[config.mk]
export PLATFORM = sky130hd
export DESIGN_NAME = mulCore
export DESIGN_NICKNAME = d
export VERILOG_FILES = /design/src/rtl/mulPkg.sv /design/src/rtl/aluUnit.sv /design/src/rtl/apbRegs.sv /design/src/rtl/mulCore.sv /design/src/rtl/mulCtrl.sv /design/src/rtl/regBank.sv /design/src/rtl/shiftReg.sv
export SDC_FILE = /design/constraint.sdc
export NUM_CORES = 1
export LEC_CHECK = 0
export CELL_PAD_IN_SITES_DETAIL_PLACEMENT = 0
export CELL_PAD_IN_SITES_GLOBAL_PLACEMENT = 1
export CORE_MARGIN = 3
export CORE_UTILIZATION = 55
export DETAILED_ROUTE_END_ITERATION = 6
export DONT_BUFFER_PORTS = 1
export PLACE_DENSITY_LB_ADDON = 0.1
export SLEW_MARGIN = 25
export SYNTH_ARGS = -nofsm -noshare
export SYNTH_HDL_FRONTEND = slang
export SYNTH_SLANG_ARGS = --single-unit
[constraint.sdc]
create_clock -name SC_STATEMACHINE_CLOCK_50 -period 12.5 [get_ports SC_STATEMACHINE_CLOCK_50]
set_input_delay 2.5 -clock SC_STATEMACHINE_CLOCK_50 [delete_from_list [all_inputs] [get_ports SC_STATEMACHINE_CLOCK_50]]
set_output_delay 2.5 -clock SC_STATEMACHINE_CLOCK_50 [all_outputs]
set_load 0.01 [all_outputs]
[src/rtl/mulPkg.sv]
//========================================
// Multiplier shared definitions
// Widths, control encodings, APB map
//========================================
package mulPkg;

	localparam int defDataWidth = 8; // Operand width at top level
	localparam int regSelWidth  = 3; // Register and bus select
	localparam int apbAddrWidth = 5;

	//========================================
	// Datapath control encodings
	//========================================
	typedef enum logic [regSelWidth-1:0] {
		busGen0 = 3'b000,
		busGen1 = 3'b001,
		busGen2 = 3'b010,
		busGen3 = 3'b011,
		busFix0 = 3'b100, // Operand A from APB
		busFix1 = 3'b101, // Operand B from APB
		busNone = 3'b111  // Bus driven to zero
	} busSelE;

	typedef enum logic [regSelWidth-1:0] {
		wrGen0 = 3'b000,
		wrGen1 = 3'b001,
		wrGen2 = 3'b010,
		wrGen3 = 3'b011,
		wrNone = 3'b111
	} regWrSelE;

	typedef enum logic [3:0] {
		opPassA = 4'b0000,
		opAnd   = 4'b0010,
		opXor   = 4'b0100,
		opAdd   = 4'b1000,
		opInc   = 4'b1010,
		opIdle  = 4'b1111 // Behaves as pass A
	} aluOpE;

	typedef enum logic [1:0] {
		shHold  = 2'b00, // Load from ALU when shLoad
		shLeft  = 2'b01,
		shRight = 2'b10
	} shiftOpE;

	// One value per micro-step
	typedef enum logic [4:0] {
		stIdle, stStart,
		stClr0, stClr1, stClr2,       // Used for gen3 then gen0
		stInc0, stInc1, stInc2,       // Mask init
		stMov0, stMov1, stMov2,       // Used for gen1 then gen2
		stTest,
		stAnd0, stAnd1, stAnd2,
		stAdd0, stAdd1, stAdd2,
		stIncLp0, stIncLp1, stIncLp2, // Mask restore in loop
		stShl0, stShl1, stShl2, stShl3,
		stShr0, stShr1, stShr2, stShr3,
		stDone
	} ctrlStateE;

	//========================================
	// APB register map
	//========================================
	localparam logic [apbAddrWidth-1:0] addrOpA    = 5'h00;
	localparam logic [apbAddrWidth-1:0] addrOpB    = 5'h04;
	localparam logic [apbAddrWidth-1:0] addrCtrl   = 5'h08; // Bit 0 starts a run
	localparam logic [apbAddrWidth-1:0] addrStatus = 5'h0C;
	localparam logic [apbAddrWidth-1:0] addrResult = 5'h10;

	localparam int statusBusyBit = 0;
	localparam int statusDoneBit = 1;

endpackage

[src/rtl/aluUnit.sv]
`timescale 1ns/100ps
//========================================
// Multiplier ALU with zero flag
//========================================
module aluUnit #(
	parameter int dataWidth
) (
	input  mulPkg::aluOpE        aluOp,
	input  logic [dataWidth-1:0] busA,
	input  logic [dataWidth-1:0] busB,
	output logic [dataWidth-1:0] aluOut,
	output logic                 zero
);
	import mulPkg::*;

	always_comb
	begin
		case (aluOp)
			opAnd:   aluOut = busA & busB; // Mask test
			opXor:   aluOut = busA ^ busB;
			opAdd:   aluOut = busA + busB; // Carry dropped
			opInc:   aluOut = busA + 1'b1;
			opPassA: aluOut = busA;
			opIdle:  aluOut = busA;
			default: aluOut = busA;
		endcase
	end

	assign zero = (aluOut == '0);
endmodule

[src/rtl/apbRegs.sv]
`timescale 1ns/100ps
//========================================
// APB slave of the multiplier
// Operands, start pulse, busy/done, errors
//========================================
module apbRegs #(
	parameter int dataWidth
) (
	input  logic                            SC_STATEMACHINE_CLOCK_50,
	input  logic                            SC_STATEMACHINE_Reset_InHigh,
	input  logic                            PSEL,
	input  logic                            PENABLE,
	input  logic                            PWRITE,
	input  logic [mulPkg::apbAddrWidth-1:0] PADDR,
	input  logic [dataWidth-1:0]            PWDATA,
	input  logic                            finish,
	input  logic [dataWidth-1:0]            result,
	output logic [dataWidth-1:0]            PRDATA,
	output logic                            PREADY,
	output logic                            PSLVERR,
	output logic [dataWidth-1:0]            fix0,
	output logic [dataWidth-1:0]            fix1,
	output logic                            start
);
	import mulPkg::*;

	logic                 access;   // Access phase of a transfer
	logic                 mapped;
	logic                 writable;
	logic                 acceptWr; // Write that takes effect
	logic                 busy;
	logic                 done;
	logic [dataWidth-1:0] statusWord;

	assign access   = PSEL && PENABLE;
	assign writable = (PADDR == addrOpA) || (PADDR == addrOpB) || (PADDR == addrCtrl);
	assign mapped   = writable || (PADDR == addrStatus) || (PADDR == addrResult);
	assign acceptWr = access && PWRITE && writable && !busy;

	// No wait states
	assign PREADY  = 1'b1;
	assign PSLVERR = access && (!mapped || (PWRITE && (busy || !writable)));

	always_ff @(posedge SC_STATEMACHINE_CLOCK_50 or posedge SC_STATEMACHINE_Reset_InHigh)
	begin
		if (SC_STATEMACHINE_Reset_InHigh)
		begin
			fix0  <= '0;
			fix1  <= '0;
			start <= 1'b0;
			busy  <= 1'b0;
			done  <= 1'b0;
		end
		else
		begin
			start <= 1'b0; // Single cycle pulse
			if (acceptWr && (PADDR == addrOpA))
				fix0 <= PWDATA;
			if (acceptWr && (PADDR == addrOpB))
				fix1 <= PWDATA;
			if (acceptWr && (PADDR == addrCtrl) && PWDATA[0])
			begin
				start <= 1'b1;
				busy  <= 1'b1;
				done  <= 1'b0; // Old done dropped on new run
			end
			else if (finish)
			begin
				busy <= 1'b0;
				done <= 1'b1;
			end
		end
	end

	// Read mux
	always_comb
	begin
		statusWord                = '0;
		statusWord[statusBusyBit] = busy;
		statusWord[statusDoneBit] = done;
		case (PADDR)
			addrOpA:    PRDATA = fix0;
			addrOpB:    PRDATA = fix1;
			addrStatus: PRDATA = statusWord;
			addrResult: PRDATA = result;
			default:    PRDATA = '0; // Ctrl and holes read zero
		endcase
	end

endmodule

[src/rtl/mulCore.sv]
`timescale 1ns/100ps
//========================================
// Shift-and-add multiplier top level
// APB slave, sequencer and datapath
//========================================
module mulCore #(
	parameter int dataWidth = mulPkg::defDataWidth
) (
	input  logic                            SC_STATEMACHINE_CLOCK_50,
	input  logic                            SC_STATEMACHINE_Reset_InHigh,
	input  logic                            PSEL,
	input  logic                            PENABLE,
	input  logic                            PWRITE,
	input  logic [mulPkg::apbAddrWidth-1:0] PADDR,
	input  logic [dataWidth-1:0]            PWDATA,
	output logic [dataWidth-1:0]            PRDATA,
	output logic                            PREADY,
	output logic                            PSLVERR
);
	import mulPkg::*;

	//========================================
	// Control and datapath nets
	//========================================
	logic                 start;
	logic                 finish;
	logic [dataWidth-1:0] fix0;      // Multiplicand
	logic [dataWidth-1:0] fix1;      // Multiplier
	busSelE               busASel;
	busSelE               busBSel;
	regWrSelE             wrSel;
	aluOpE                aluOp;
	logic                 shLoad;
	shiftOpE              shOp;
	logic [dataWidth-1:0] busA;
	logic [dataWidth-1:0] busB;
	logic [dataWidth-1:0] result;    // gen3
	logic [dataWidth-1:0] aluOut;
	logic                 zero;
	logic [dataWidth-1:0] shiftOut;

	apbRegs #(.dataWidth(dataWidth)) uApbRegs (
		.SC_STATEMACHINE_CLOCK_50     (SC_STATEMACHINE_CLOCK_50),
		.SC_STATEMACHINE_Reset_InHigh (SC_STATEMACHINE_Reset_InHigh),
		.PSEL    (PSEL),
		.PENABLE (PENABLE),
		.PWRITE  (PWRITE),
		.PADDR   (PADDR),
		.PWDATA  (PWDATA),
		.finish  (finish),
		.result  (result),
		.PRDATA  (PRDATA),
		.PREADY  (PREADY),
		.PSLVERR (PSLVERR),
		.fix0    (fix0),
		.fix1    (fix1),
		.start   (start)
	);

	mulCtrl uMulCtrl (
		.SC_STATEMACHINE_CLOCK_50     (SC_STATEMACHINE_CLOCK_50),
		.SC_STATEMACHINE_Reset_InHigh (SC_STATEMACHINE_Reset_InHigh),
		.start   (start),
		.zero    (zero),
		.busASel (busASel),
		.busBSel (busBSel),
		.wrSel   (wrSel),
		.aluOp   (aluOp),
		.shLoad  (shLoad),
		.shOp    (shOp),
		.finish  (finish)
	);

	regBank #(.dataWidth(dataWidth)) uRegBank (
		.SC_STATEMACHINE_CLOCK_50     (SC_STATEMACHINE_CLOCK_50),
		.SC_STATEMACHINE_Reset_InHigh (SC_STATEMACHINE_Reset_InHigh),
		.wrSel    (wrSel),
		.busASel  (busASel),
		.busBSel  (busBSel),
		.shiftOut (shiftOut),
		.fix0     (fix0),
		.fix1     (fix1),
		.busA     (busA),
		.busB     (busB),
		.result   (result)
	);

	aluUnit #(.dataWidth(dataWidth)) uAluUnit (
		.aluOp  (aluOp),
		.busA   (busA),
		.busB   (busB),
		.aluOut (aluOut),
		.zero   (zero)
	);

	shiftReg #(.dataWidth(dataWidth)) uShiftReg (
		.SC_STATEMACHINE_CLOCK_50     (SC_STATEMACHINE_CLOCK_50),
		.SC_STATEMACHINE_Reset_InHigh (SC_STATEMACHINE_Reset_InHigh),
		.shLoad   (shLoad),
		.shOp     (shOp),
		.aluOut   (aluOut),
		.shiftOut (shiftOut)
	);

endmodule

[src/rtl/mulCtrl.sv]
`timescale 1ns/100ps
//========================================
// Microcoded multiply sequencer
// Shift-and-add steps, drives all selects
//========================================
module mulCtrl (
	input  logic               SC_STATEMACHINE_CLOCK_50,
	input  logic               SC_STATEMACHINE_Reset_InHigh,
	input  logic               start,
	input  logic               zero,
	output mulPkg::busSelE     busASel,
	output mulPkg::busSelE     busBSel,
	output mulPkg::regWrSelE   wrSel,
	output mulPkg::aluOpE      aluOp,
	output logic               shLoad,
	output mulPkg::shiftOpE    shOp,
	output logic               finish
);
	import mulPkg::*;

	ctrlStateE state;
	ctrlStateE nextState;
	logic      secondPass; // Clear and move steps run twice
	logic      maskZero;   // Multiplier LSB was zero

	always_ff @(posedge SC_STATEMACHINE_CLOCK_50 or posedge SC_STATEMACHINE_Reset_InHigh)
	begin
		if (SC_STATEMACHINE_Reset_InHigh)
		begin
			state      <= stIdle;
			secondPass <= 1'b0;
			maskZero   <= 1'b0;
		end
		else
		begin
			state <= nextState;
			if ((state == stClr2) || (state == stMov2))
				secondPass <= ~secondPass;
			if (state == stAnd0)
				maskZero <= zero; // Sampled while AND is on the ALU
		end
	end

	//========================================
	// Next state
	//========================================
	always_comb
	begin
		case (state)
			stIdle:   nextState = start ? stStart : stIdle;
			stStart:  nextState = stClr0;
			stClr0:   nextState = stClr1;
			stClr1:   nextState = stClr2;
			stClr2:   nextState = secondPass ? stInc0 : stClr0;
			stInc0:   nextState = stInc1;
			stInc1:   nextState = stInc2;
			stInc2:   nextState = stMov0;
			stMov0:   nextState = stMov1;
			stMov1:   nextState = stMov2;
			stMov2:   nextState = secondPass ? stTest : stMov0;
			stTest:   nextState = zero ? stDone : stAnd0; // Multiplier used up
			stAnd0:   nextState = stAnd1;
			stAnd1:   nextState = stAnd2;
			stAnd2:   nextState = maskZero ? stIncLp0 : stAdd0;
			stAdd0:   nextState = stAdd1;
			stAdd1:   nextState = stAdd2;
			stAdd2:   nextState = stShl0;
			stIncLp0: nextState = stIncLp1;
			stIncLp1: nextState = stIncLp2;
			stIncLp2: nextState = stShl0;
			stShl0:   nextState = stShl1;
			stShl1:   nextState = stShl2;
			stShl2:   nextState = stShl3;
			stShl3:   nextState = stShr0;
			stShr0:   nextState = stShr1;
			stShr1:   nextState = stShr2;
			stShr2:   nextState = stShr3;
			stShr3:   nextState = stTest;
			stDone:   nextState = stIdle;
			default:  nextState = stIdle;
		endcase
	end

	//========================================
	// Micro-operation decode
	//========================================
	always_comb
	begin
		busASel = busNone;
		busBSel = busNone;
		wrSel   = wrNone;
		aluOp   = opIdle;
		shLoad  = 1'b0;
		shOp    = shHold;
		finish  = 1'b0;
		case (state)
			stClr0, stClr1:
			begin
				busASel = secondPass ? busGen0 : busGen3; // x XOR x gives zero
				busBSel = secondPass ? busGen0 : busGen3;
				aluOp   = opXor;
				shLoad  = (state == stClr1);
			end
			stClr2: wrSel = secondPass ? wrGen0 : wrGen3;
			stInc0, stInc1, stIncLp0, stIncLp1:
			begin
				busASel = busGen0; // Mask back to one
				aluOp   = opInc;
				shLoad  = (state == stInc1) || (state == stIncLp1);
			end
			stInc2, stIncLp2: wrSel = wrGen0;
			stMov0, stMov1:
			begin
				busASel = secondPass ? busFix1 : busFix0;
				aluOp   = opPassA;
				shLoad  = (state == stMov1);
			end
			stMov2: wrSel = secondPass ? wrGen2 : wrGen1;
			stTest:
			begin
				busASel = busGen2; // Only zero flag matters
				aluOp   = opPassA;
			end
			stAnd0, stAnd1:
			begin
				busASel = busGen0;
				busBSel = busGen2;
				aluOp   = opAnd;
				shLoad  = (state == stAnd1);
			end
			stAnd2: wrSel = wrGen0;
			stAdd0, stAdd1:
			begin
				busASel = busGen3; // Accumulate multiplicand
				busBSel = busGen1;
				aluOp   = opAdd;
				shLoad  = (state == stAdd1);
			end
			stAdd2: wrSel = wrGen3;
			stShl0, stShl1, stShl2:
			begin
				busASel = busGen1;
				aluOp   = opPassA;
				shLoad  = (state != stShl0);
				shOp    = (state == stShl2) ? shLeft : shHold; // Load then shift
			end
			stShl3: wrSel = wrGen1;
			stShr0, stShr1, stShr2:
			begin
				busASel = busGen2;
				aluOp   = opPassA;
				shLoad  = (state != stShr0);
				shOp    = (state == stShr2) ? shRight : shHold;
			end
			stShr3: wrSel = wrGen2;
			stDone: finish = 1'b1;
			default: ;
		endcase
	end

endmodule

[src/rtl/regBank.sv]
`timescale 1ns/100ps
//========================================
// General register bank and bus muxes
//========================================
module regBank #(
	parameter int dataWidth
) (
	input  logic                 SC_STATEMACHINE_CLOCK_50,
	input  logic                 SC_STATEMACHINE_Reset_InHigh,
	input  mulPkg::regWrSelE     wrSel,
	input  mulPkg::busSelE       busASel,
	input  mulPkg::busSelE       busBSel,
	input  logic [dataWidth-1:0] shiftOut,
	input  logic [dataWidth-1:0] fix0,
	input  logic [dataWidth-1:0] fix1,
	output logic [dataWidth-1:0] busA,
	output logic [dataWidth-1:0] busB,
	output logic [dataWidth-1:0] result
);
	import mulPkg::*;

	logic [dataWidth-1:0] genReg [4];
	logic [dataWidth-1:0] busSrc [8]; // Indexed by bus select code

	// Write decoder, data always from shifter
	always_ff @(posedge SC_STATEMACHINE_CLOCK_50 or posedge SC_STATEMACHINE_Reset_InHigh)
	begin
		if (SC_STATEMACHINE_Reset_InHigh)
		begin
			for (int i = 0; i < 4; i++)
				genReg[i] <= '0;
		end
		else
		begin
			case (wrSel)
				wrGen0:  genReg[0] <= shiftOut;
				wrGen1:  genReg[1] <= shiftOut;
				wrGen2:  genReg[2] <= shiftOut;
				wrGen3:  genReg[3] <= shiftOut;
				default: ; // wrNone
			endcase
		end
	end

	assign busSrc[0] = genReg[0];
	assign busSrc[1] = genReg[1];
	assign busSrc[2] = genReg[2];
	assign busSrc[3] = genReg[3];
	assign busSrc[4] = fix0;
	assign busSrc[5] = fix1;
	assign busSrc[6] = '0; // Unused code
	assign busSrc[7] = '0; // busNone

	assign busA   = busSrc[busASel];
	assign busB   = busSrc[busBSel];
	assign result = genReg[3]; // Accumulator
endmodule

[src/rtl/shiftReg.sv]
`timescale 1ns/100ps
//========================================
// Shift register behind the ALU
//========================================
module shiftReg #(
	parameter int dataWidth
) (
	input  logic                 SC_STATEMACHINE_CLOCK_50,
	input  logic                 SC_STATEMACHINE_Reset_InHigh,
	input  logic                 shLoad,
	input  mulPkg::shiftOpE      shOp,
	input  logic [dataWidth-1:0] aluOut,
	output logic [dataWidth-1:0] shiftOut
);
	import mulPkg::*;

	always_ff @(posedge SC_STATEMACHINE_CLOCK_50 or posedge SC_STATEMACHINE_Reset_InHigh)
	begin
		if (SC_STATEMACHINE_Reset_InHigh)
			shiftOut <= '0;
		else if (shLoad)
		begin
			case (shOp)
				shLeft:  shiftOut <= {shiftOut[dataWidth-2:0], 1'b0}; // Zero fill
				shRight: shiftOut <= {1'b0, shiftOut[dataWidth-1:1]};
				default: shiftOut <= aluOut; // Plain load
			endcase
		end
	end
endmodule

==> run_results.csv, run 1 <==
group,metric,value,unit
logic_synthesis,syn_nets,575,
sta,rsz0062_at_grt,"false",
sta,tns,0,ns
global_route,antenna_found_initial,0,
layout,drive_gt1_share,19.6,%
sta,final_hold_viol_count,0,
layout,layout.cells.non_filler,643,
sta,tightest_slew,0.968,ns
global_route,grt_pass1_vias,4168,
die,die_y,102,µm
die,io_pins,28,
cts,cts_sinks,66,
die,std_cell_rows,34,
die,die_w,102,µm
sta,finalCritPeriodShare,48.6,%
logic_synthesis,syn_area_per_cell,9.45,µm²
detailed_routing,drc,0,
cts,holdBufCountCts,0,
layout,final_nets,564,
layout,fillCellCount,794,
logic_synthesis,synth_top_area_share,32.3,%
detailed_routing,drtPass1Iterations,5,
cts,postCtsResizedCells,0,
layout,syn_to_final_growth,4.97,%
detailed_routing,wl,13400,µm
sta,fmax,165,MHz
placed_design,port_buffers,0,
cts,postCtsSetupBuffers,0,
die,die_area,0.0105,mm²
global_route,grt_overflow,0,
cts,insertion_delay,0.35,ns
setup_path,arrival,3.57,ns
logic_synthesis,synth_top_cell_by_area,"dfrtp_1",
cts,cts_root_buf,"clkbuf_8",
detailed_routing,routedWlPerCell,20.9,µm
setup_path,path_class,"input pin to output port",
logic_synthesis,synth_seq_area_share,32.3,%
pwr,leakage,2.48,nW
cts,cts.htree.levels,3,
setup_path,crit_top_cell,"nand2_1",
die,start_util,57.5,%
detailed_routing,postRouteAntennaNets,0,
logic_synthesis,synth.area.top_cells,"dfrtp_1 (32%), mux2_2 (11%), mux2i_1 (5.7%), nand2_1 (3.8%), ha_1 (3.7%)",
pwr,pwr_density_cell,233,mW/mm²
logic_synthesis,synth-edff-count,0,
global_route,grt_pass1_wl,22500,µm
global_route,grt_usage,27.8,%
sta,slew_violations,0,
cts,cts_tree,"yes",
logic_synthesis,synth.ff_latch_count,66,
layout,final-seq-area,0.00165,mm²
sta,fin_crit,6.07,ns
setup_path,cp_max_fo,10,
placed_design,gp_congestion,0.902,
cts,cts-buffers-inserted,9,
placed_design,dpl.hpwl,9780,µm
setup_path,path_cells,"nor3_1 > nand2_1 > nor2_1 > nand2_1 > o21ai_0",
setup_path,critPathSlowestCell,"nor2_1",
status,status,"completed",
layout,n_antenna_cell,0,
detailed_routing,drt_first_iter_violations,342,
logic_synthesis,synth-main-ff-cell,"dfrtp_1",
detailed_routing,dr_total_vias,4239,
logic_synthesis,yosysWarnings,0,
cts,clockBufferDepth,2,
hold_path,hold_class,"flip-flop to flip-flop",
global_route,grt_max_degree,67,
setup_path,endpoint_kind,"output port",
logic_synthesis,synthArstFlopShare,100,%
layout,multiInputGateArea,0.00322,mm²
placed_design,placed_cells,627,
cts,clkTransAtPathRegs,0.08,ns
setup_path,required,10.00,ns
logic_synthesis,mappedNetlistArea,0.00511,mm²
pwr,vdd_drop_max,96.8,µV
run,cap_violations,0,
sta,skew,0.00840,ns
sta,slew_headroom,35.0,%
setup_path,startpoint_type,"input pin",
detailed_routing,viasPerCell,6.59,
layout,fin_util,60.3,%
sta,setup_violations,0,
die,core-area,0.00889,mm²
setup_path,critPathMaxStageDelay,0.36,ns
logic_synthesis,synth_cells,541,
logic_synthesis,synthDistinctLibCells,80,
-- where the power goes --
part	internal [mW]	total, mW	switching, mW
registers	0.266	0.332	0.0663
clock network	0.0956	0.192	0.0968
logic	0.274	0.726	0.452
-- layout by cell type, fill, tap and decap left out, drive strengths merged, types with 10 or more instances in the layout --
cell type,Yosys,layout
nor2,30,30
dfrtp,66,66
ha,15,15
nand3,12,12
nand2b,10,10
a21o,10,10
o21ai,39,39
and2,11,11
o22ai,14,14
a21oi,24,24
nand2,53,53
inv,23,26
mux2,51,51
mux2i,29,29
-- routing by layer --
| layer | vias to the layer above | track usage [%] | part of all wire, % |
|---|---|---|---|
| met5 | - | 0 | 0 |
| met4 | 0 | 7.47 | 1.7 |
| met3 | 19 | 7.10 | 6.5 |
| met2 | 138 | 42.1 | 45 |
| met1 | 2077 | 39.7 | 47 |
| li1 | 2005 | - | - |
-- cell type report --
class,instances,area share (%)
Clock buffer,9,2.31
Sequential cell,66,30.8
Inverter,23,1.61
Timing Repair Buffer,8,1.12
Clock inverter,7,1.56
Multi-Input combinational cell,422,60.1
Tap cell,108,2.52
-- cell families (layout without fill, tap and decap cells) --
family,after synthesis,count (layout),synth area share [%]
AO/OA/AOI/OAI,156,156,21.4
AND/OR/NAND/NOR,151,151,15.3
multiplexers,86,86,19.6
flip-flops,66,66,32.3
buffers and inverters,53,47,4.68
adder cells (fa/ha/maj),20,20,4.94
XOR/XNOR,8,8,1.64
other,1,1,0.0734
-- cells in the mapped netlist (6+ instances only) --
master	number
a211oi_1	8
a21o_1	10
a21oi_1	23
a221oi_1	7
a22oi_1	8
a31oi_1	7
and2_1	11
buf_2	8
clkbuf_1	13
dfrtp_1	66
ha_1	15
inv_1	22
mux2_2	50
mux2i_1	29
mux4_2	6
nand2_1	52
nand2b_1	9
nand3_1	12
nor2_1	30
nor3_1	7
o21ai_0	33
o22ai_1	14
-- critical path: cells and delay by family --
kind | cells | cell delay (ns)
AO/OA/AOI/OAI | 1 | 0.16
AND/OR/NAND/NOR | 4 | 0.91
-- registers in the layout, indices dropped and copies added (netlist names) --
name                 flops
uMulCtrl.secondPass      1
uApbRegs.start           1
uRegBank.busSrc         24
uMulCtrl.state           5
uMulCtrl.maskZero        1
uApbRegs.fix0            8
uShiftReg.shiftOut       8
uApbRegs.fix1            8
uRegBank.result          8
uApbRegs.busy            1
uApbRegs.done            1
-- through the flow --
step / power, mW / cell area (µm²) / hold WS, ns / worst slack (ns)
6_report: 1.25 / 5370 / 0.518 / 6.43
5_1_grt: 1.35 / 5370 / 0.535 / 6.27
4_1_cts: 1.24 / 5360 / 0.518 / 6.42
3_5_place_dp: 1.05 / 5150 / 0.499 / 6.42
3_3_place_gp: 1.04 / 5150 / 0.494 / 6.47
2_1_floorplan: 0.889 / 5110 / 0.466 / 6.34
-- path summary, 6_finish.rpt --
check	start	end	slack (ns)	depth (start not counted)
worst min register to register	uRegBank.busSrc[63]$_DFFE_PP0N_	uRegBank.busSrc[63]$_DFFE_PP0N_	0.52	2
worst max-delay path	PADDR[4]	PRDATA[6]	6.43	5
worst min-delay path	uRegBank.busSrc[63]$_DFFE_PP0N_	uRegBank.busSrc[63]$_DFFE_PP0N_	0.52	2
worst max register to register	uMulCtrl.state[0]$_DFF_PP0_	uShiftReg.shiftOut[4]$_DFFE_PP0P_	7.51	18
min in group asynchronous	SC_STATEMACHINE_Reset_InHigh	uRegBank.busSrc[54]$_DFFE_PP0N_	2.27	2
max in group asynchronous	SC_STATEMACHINE_Reset_InHigh	uRegBank.busSrc[52]$_DFFE_PP0N_	9.66	2
(Power assumes the default switching activity.)
==> run 2, diff against run 1 <==
--- a/config.mk
+++ b/config.mk
@@ -8,7 +8,7 @@
 export CELL_PAD_IN_SITES_DETAIL_PLACEMENT = 0
 export CELL_PAD_IN_SITES_GLOBAL_PLACEMENT = 1
 export CORE_MARGIN = 3
-export CORE_UTILIZATION = 55
+export CORE_UTILIZATION = 46
 export DETAILED_ROUTE_END_ITERATION = 6
 export DONT_BUFFER_PORTS = 1
 export PLACE_DENSITY_LB_ADDON = 0.1
==> constraint.sdc (replaced) <==
create_clock -name SC_STATEMACHINE_CLOCK_50 -period 5 [get_ports SC_STATEMACHINE_CLOCK_50]
set_input_delay 1 -clock SC_STATEMACHINE_CLOCK_50 [delete_from_list [all_inputs] [get_ports SC_STATEMACHINE_CLOCK_50]]
set_output_delay 1 -clock SC_STATEMACHINE_CLOCK_50 [all_outputs]
set_load 0.01 [all_outputs]
==> run 2 against run 1 <==
Die area grew 18%. Clock skew grew 0.014 ns. Total power grew to 2.6 times the previous value. Count of clock-buffer cells in the layout grew 3. Wire length grew 9.3%. First-iteration DRC count shrank 25%. Largest power group unchanged. Highest routed layer unchanged.
==> run_results.csv, run 2 (synthesis results as in run 1) <==
group,metric,value,unit
status,status,"completed",
global_route,grt_overflow,0,
sta,rsz0062_at_grt,"false",
run,cap_violations,0,
global_route,grtUsageMet3,6.03,%
cts,cts_root_buf,"clkbuf_8",
placed_design,dpl.hpwl,11000,µm
sta,tns,0,ns
detailed_routing,drt_first_iter_violations,258,
setup_path,regToRegEndpoint,"uMulCtrl.state[4]$_DFF_PP0_",
setup_path,reg2reg_depth,19,
setup_path,startpoint_type,"flip-flop",
detailed_routing,postRouteAntennaNets,0,
cts,clkTransAtPathRegs,0.10,ns
setup_path,critical_path.top_delay_family,"compound AO/OA/AOI/OAI gates",
pwr,leakage,2.55,nW
global_route,grt_pass1_wl,23400,µm
sta,final_hold_viol_count,0,
global_route,grt_busiest_layer,"met2",
pwr,pwr_density_cell,595,mW/mm²
placed_design,place_ws,0.191,ns
layout,syn_to_final_growth,8.10,%
setup_path,path_buf_inv,4,
global_route,grt_pass1_vias,4268,
sta,finalCritPeriodShare,91.9,%
layout,n_antenna_cell,0,
setup_path,endpoint_kind,"flip-flop",
layout,final_nets,582,
sta,setup_ws,0.404,ns
global_route,met2_usage,36.6,%
die,die_w,111,µm
layout,drive_gt1_share,22.2,%
die,start_util,48.4,%
placed_design,port_buffers,0,
sta,tightest_slew,1.01,ns
global_route,antenna_found_initial,0,
detailed_routing,wl,14700,µm
layout,final_area,0.00553,mm²
setup_path,arrival,4.88,ns
setup_path,cp_max_fo,16,
layout,final_common_cell,"dfrtp_1",
hold_path,hold_start,"uApbRegs.busy$_DFFE_PP0P_",
setup_path,critPathMaxStageDelay,0.63,ns
setup_path,cp.depth,19,
sta,skew,0.0220,ns
sta,fin_crit,4.60,ns
layout,layout_common_cells,"dfrtp_1 (64), nand2_1 (52), mux2_2 (50), o21ai_0 (33), nor2_1 (30)",
layout,largest_register_ff_count,24,
die,std_cell_rows,37,
setup_path,critPathCapture,"uMulCtrl.state[4]$_DFF_PP0_",
detailed_routing,viasPerCell,6.34,
placed_design,dpl_cell_area,0.00530,mm²
setup_path,crit_top_cell,"inv_1",
detailed_routing,drc,0,
die,die_area,0.0124,mm²
sta,setup_violations,0,
sta,slew_violations,0,
setup_path,required,5.29,ns
setup_path,worstReg2RegStart,"uMulCtrl.state[0]$_DFF_PP0_",
cts,cts.htree.levels,3,
cts,cts_sinks,66,
setup_path,path_cells,"buf_4 > inv_1 > nor3_4 > a21oi_4 > mux4_2 > a21oi_1 > o21ai_0 > nand2_1 > o21ai_0 > ha_1 > inv_1 > fa_1 > inv_1 > xnor3_1 > o221ai_1 > a2111oi_1 > and4bb_1 > nand4_1 > nand2_1",
pwr,vdd_drop_max,255,µV
sta,fmax,218,MHz
global_route,grt_usage,23.8,%
cts,clockBufferDepth,2,
cts,cts_tree,"yes",
pwr,power,3.29,mW
sta,whs,0.521,ns
setup_path,rrSetupSlack,0.40,ns
cts,insertion_delay,0.36,ns
detailed_routing,dr_total_vias,4370,
die,io_pins,28,
placed_design,gp_congestion,0.891,
cts,cts-buffers-inserted,9,
setup_path,critical_path.startpoint,"uMulCtrl.state[0]$_DFF_PP0_",
global_route,use_met1,32.7,%
detailed_routing,routedWlPerCell,21.3,µm
setup_path,critPathSlowestCell,"mux4_2",
die,core-area,0.0106,mm²
detailed_routing,drtPass1Iterations,5,
global_route,grt_max_degree,67,
hold_path,hold_class,"flip-flop to flip-flop",
sta,slew_headroom,32.5,%
die,die_y,111,µm
setup_path,path_class,"flip-flop to flip-flop",
layout,fillCellCount,999,
## run 2: cell count changes in the layout (fill, tap and decap cells not counted)
| cell | delta |
|---|---|
| buf_4 | +17 |
| buf_2 | +1 |
| inv_8 | -1 |
| a2111oi_0 | -1 |
| clkbuf_8 | +1 |
| inv_6 | -2 |
| dfrtp_1 | -2 |
| a2111oi_1 | +1 |
| clkinv_2 | +1 |
| dfrtp_2 | +2 |
| clkbuf_1 | +2 |
| clkinv_4 | -1 |
## run 2: worst min-delay path by stage
| stage | to | depth (start not counted) |
|---|---|---|
| 2_1_floorplan | uRegBank.busSrc[47]$_DFFE_PP0N_ | 2 |
| 3_3_place_gp | uApbRegs.busy$_DFFE_PP0P_ | 1 |
| 3_5_place_dp | uApbRegs.busy$_DFFE_PP0P_ | 1 |
| 4_1_cts | uApbRegs.busy$_DFFE_PP0P_ | 1 |
| 5_1_grt | uRegBank.busSrc[40]$_DFFE_PP0N_ | 1 |
| 6_report | uApbRegs.busy$_DFFE_PP0P_ | 1 |
## run 2: cell type report
class                           instances  area [µm²]  area share (%)
Clock buffer                           12         145            2.63
Clock inverter                          4        51.3           0.928
Inverter                               23        86.3            1.56
Multi-Input combinational cell        422        3230            58.4
Sequential cell                        66        1650            29.9
Tap cell                              136         170            3.08
Timing Repair Buffer                   26         193            3.49
## run 2: per-stage QoR
stage / std cells / util (%)
final: 689 / 52.3
after detailed placement: 670 / 50.2
after floorplan: 541 / -
after CTS: 686 / 52.1
after global routing: 689 / 52.3
after global placement: 670 / 50.2
## run 2: what timing repair did
| item | 4_1_cts | 5_1_grt |
|---|---|---|
| gates resized for setup | 0 | 3 |
| buffers inserted | 0 | 2 |
| hold buffers | 0 | 0 |
| endpoints found under the setup margin | 0 | 3 |
## run 2: layer usage
layer,share of wire (%),vias up,routed length (µm)
li1,-,2044,-
met1,44,2136,6470
met2,46,162,6730
met3,7.2,28,1060
met4,2.8,0,412
met5,0,-,0
## run 2: power breakdown
group	switching [mW]	internal (mW)	leakage, nW	total [mW]
clock	0.225	0.245	0.0966	0.470
sequential	0.197	0.666	0.893	0.863
combinational	1.17	0.787	1.56	1.96
==> run 3, diff against run 2 <==
--- a/config.mk
+++ b/config.mk
@@ -12,6 +12,7 @@
 export DETAILED_ROUTE_END_ITERATION = 6
 export DONT_BUFFER_PORTS = 1
 export PLACE_DENSITY_LB_ADDON = 0.1
+export RECOVER_POWER = 25
 export SLEW_MARGIN = 25
 export SYNTH_ARGS = -nofsm -noshare
 export SYNTH_HDL_FRONTEND = slang
==> run 3 against run 2 <==
The run now ends with max-capacitance violations, max-slew violations left. Count of clock-buffer cells in the layout unchanged. Die area unchanged. Sequential power about the same. Final area about the same. Critical path depth unchanged. Largest cell class unchanged. Largest power group unchanged.
==> run_results.csv, run 3 (synthesis results as in run 1) <==
group,metric,value,unit
sta,whs,0.521,ns
pwr,power_frac_comb,59.4,%
sta,slew_headroom,-140,%
global_route,met2_usage,36.6,%
global_route,use_met1,32.7,%
pwr,pwr_density_cell,596,mW/mm²
pwr,p_sw,1.59,mW
cts,clockBufferDepth,2,
detailed_routing,dr_total_vias,4359,
setup_path,critPathSlowestCell,"mux4_2",
layout,drive_gt1_share,21.9,%
layout,n_antenna_cell,0,
cts,cts_root_buf,"clkbuf_8",
sta,rsz0062_at_grt,"false",
detailed_routing,postRouteAntennaNets,0,
die,die_y,111,µm
pwr,seqPwrFrac,26.3,%
global_route,grt_usage,23.8,%
cts,insertion_delay,0.36,ns
setup_path,rrSetupSlack,0.40,ns
run,cap_violations,1,
layout,final_common_cell,"dfrtp_1",
setup_path,required,5.29,ns
detailed_routing,wl,14700,µm
pwr,vdd_drop_max,259,µV
cts,cts.htree.levels,3,
hold_path,holdPathStages,1,
setup_path,startpoint_type,"flip-flop",
die,core-area,0.0106,mm²
setup_path,endpoint_kind,"flip-flop",
setup_path,path_cells,"buf_4 > inv_1 > nor3_4 > a21oi_4 > mux4_2 > a21oi_1 > o21ai_0 > nand2_1 > o21ai_0 > ha_1 > inv_1 > fa_1 > inv_1 > xnor3_1 > o221ai_1 > a2111oi_1 > and4bb_1 > nand4_1 > nand2_1",
setup_path,regToRegEndpoint,"uMulCtrl.state[4]$_DFF_PP0_",
global_route,grt_busiest_layer,"met2",
placed_design,port_buffers,0,
sta,tns,0,ns
cts,clkTransAtPathRegs,0.10,ns
setup_path,cp_max_fo,16,
die,die_w,111,µm
die,io_pins,28,
setup_path,critPathMaxStageDelay,0.63,ns
detailed_routing,drt_first_iter_violations,258,
cts,cts_sinks,66,
detailed_routing,routedWlPerCell,21.3,µm
global_route,grt_overflow,0,
sta,skew,0.0220,ns
placed_design,dpl.hpwl,11000,µm
layout,largest_register_ff_count,24,
global_route,antenna_found_initial,0,
global_route,grt_max_degree,67,
hold_path,hold_class,"flip-flop to flip-flop",
sta,tightest_slew,3.60,ns
hold_path,hold_path_end,"uApbRegs.busy$_DFFE_PP0P_",
sta,fmax,218,MHz
setup_path,path_class,"flip-flop to flip-flop",
die,die_area,0.0124,mm²
sta,slew_violations,67,
layout,layout_common_cells,"dfrtp_1 (64), nand2_1 (52), mux2_2 (50), o21ai_0 (33), nor2_1 (30)",
global_route,grtUsageMet3,6.03,%
detailed_routing,drtPass1Iterations,5,
layout,final_nets,582,
hold_path,hold_start,"uApbRegs.busy$_DFFE_PP0P_",
status,status,"complete, but fails checks",
detailed_routing,drc,0,
placed_design,gp_congestion,0.891,
pwr,power_frac_clock,14.3,%
sta,setup_violations,0,
global_route,grt_pass1_vias,4268,
sta,fin_crit,4.60,ns
setup_path,worstReg2RegStart,"uMulCtrl.state[0]$_DFF_PP0_",
sta,finalCritPeriodShare,91.9,%
status,violations,"max-capacitance violations, max-slew violations",
layout,fillCellCount,999,
cts,holdBufCountCts,0,
global_route,grt_pass1_wl,23400,µm
cts,cts_tree,"yes",
setup_path,arrival,4.88,ns
pwr,switching_share,48.4,%
setup_path,reg2reg_depth,19,
die,start_util,48.4,%
pwr,p_int,1.70,mW
detailed_routing,viasPerCell,6.33,
cts,cts-buffers-inserted,9,
sta,final_hold_viol_count,0,
pwr,leakage,2.55,nW
die,std_cell_rows,37,
layout,syn_to_final_growth,8.03,%
setup_path,crit_top_cell,"inv_1",
run 3: changes by cell type in the layout (fill, tap and decap cells not counted), sizes merged:
| cell | delta |
|---|---|
| buf | -1 |
| clkbuf | +1 |
run 3: stage by stage:
step	power, mW	worst slack (ns)	std cells	cell area, µm²	util [%]
floorplan	2.22	0.967	541	5110	-
global placement	2.74	0.264	670	5300	50.2
detailed placement	2.76	0.191	670	5300	50.2
CTS	3.23	0.159	686	5500	52.1
global route	3.51	0.0966	689	5520	52.3
finish	3.29	0.404	689	5520	52.3
run 3: cell type report:
type                            instances  area [µm²]  share of cell area [%]
Tap cell                              136         170                    3.08
Clock buffer                           12         145                    2.63
Multi-Input combinational cell        422        3230                    58.4
Clock inverter                          4        51.3                   0.929
Timing Repair Buffer                   26         189                    3.42
Inverter                               23        86.3                    1.56
Sequential cell                        66        1650                    30.0
run 3: metal layers:
layer,routed length (µm),up-vias
met5,0,-
met4,418,0
met3,1030,30
met2,6730,156
met1,6510,2129
li1,-,2044
run 3: how the worst max path moves through the flow:
| stage | start | end | slack (ns) | cells after the start |
|---|---|---|---|---|
| finish | uMulCtrl.state[0]$_DFF_PP0_ | uMulCtrl.state[4]$_DFF_PP0_ | 0.40 | 19 |
| detailed placement | uMulCtrl.state[1]$_DFF_PP0_ | uMulCtrl.state[0]$_DFF_PP0_ | 0.19 | 14 |
| floorplan | uMulCtrl.state[1]$_DFF_PP0_ | uShiftReg.shiftOut[4]$_DFFE_PP0P_ | 0.97 | 19 |
| CTS | uMulCtrl.state[1]$_DFF_PP0_ | uMulCtrl.maskZero$_DFFE_PP0P_ | 0.16 | 14 |
| global placement | uMulCtrl.state[4]$_DFF_PP0_ | uMulCtrl.state[0]$_DFF_PP0_ | 0.26 | 14 |
| global route | uMulCtrl.state[0]$_DFF_PP0_ | uMulCtrl.state[4]$_DFF_PP0_ | 0.1 | 19 |
run 3: what timing repair did:
action / 4_1_cts / 5_1_grt
buffers inserted: 0 / 2
resized for setup: 0 / 3
setup endpoints to repair: 0 / 3
run 3: critical path, delay by kind of cell, from the launching register on:
family          cells  cell delay [ns]
compound gates      6             1.41
simple gates        5             0.66
mux                 1             0.63
flops               1             0.52
buf+inv             4             0.51
fa+ha+maj           2             0.43
xor+xnor            1             0.37
run 3: power by group through the flow:
stage | Combinational [mW] | Sequential [mW] | Clock, mW
after global placement | 1.88 | 0.864 | 0
after CTS | 1.89 | 0.857 | 0.482
final | 1.95 | 0.865 | 0.470
after global routing | 2.13 | 0.886 | 0.502
after detailed placement | 1.89 | 0.868 | 0
after floorplan | 1.46 | 0.760 | 0
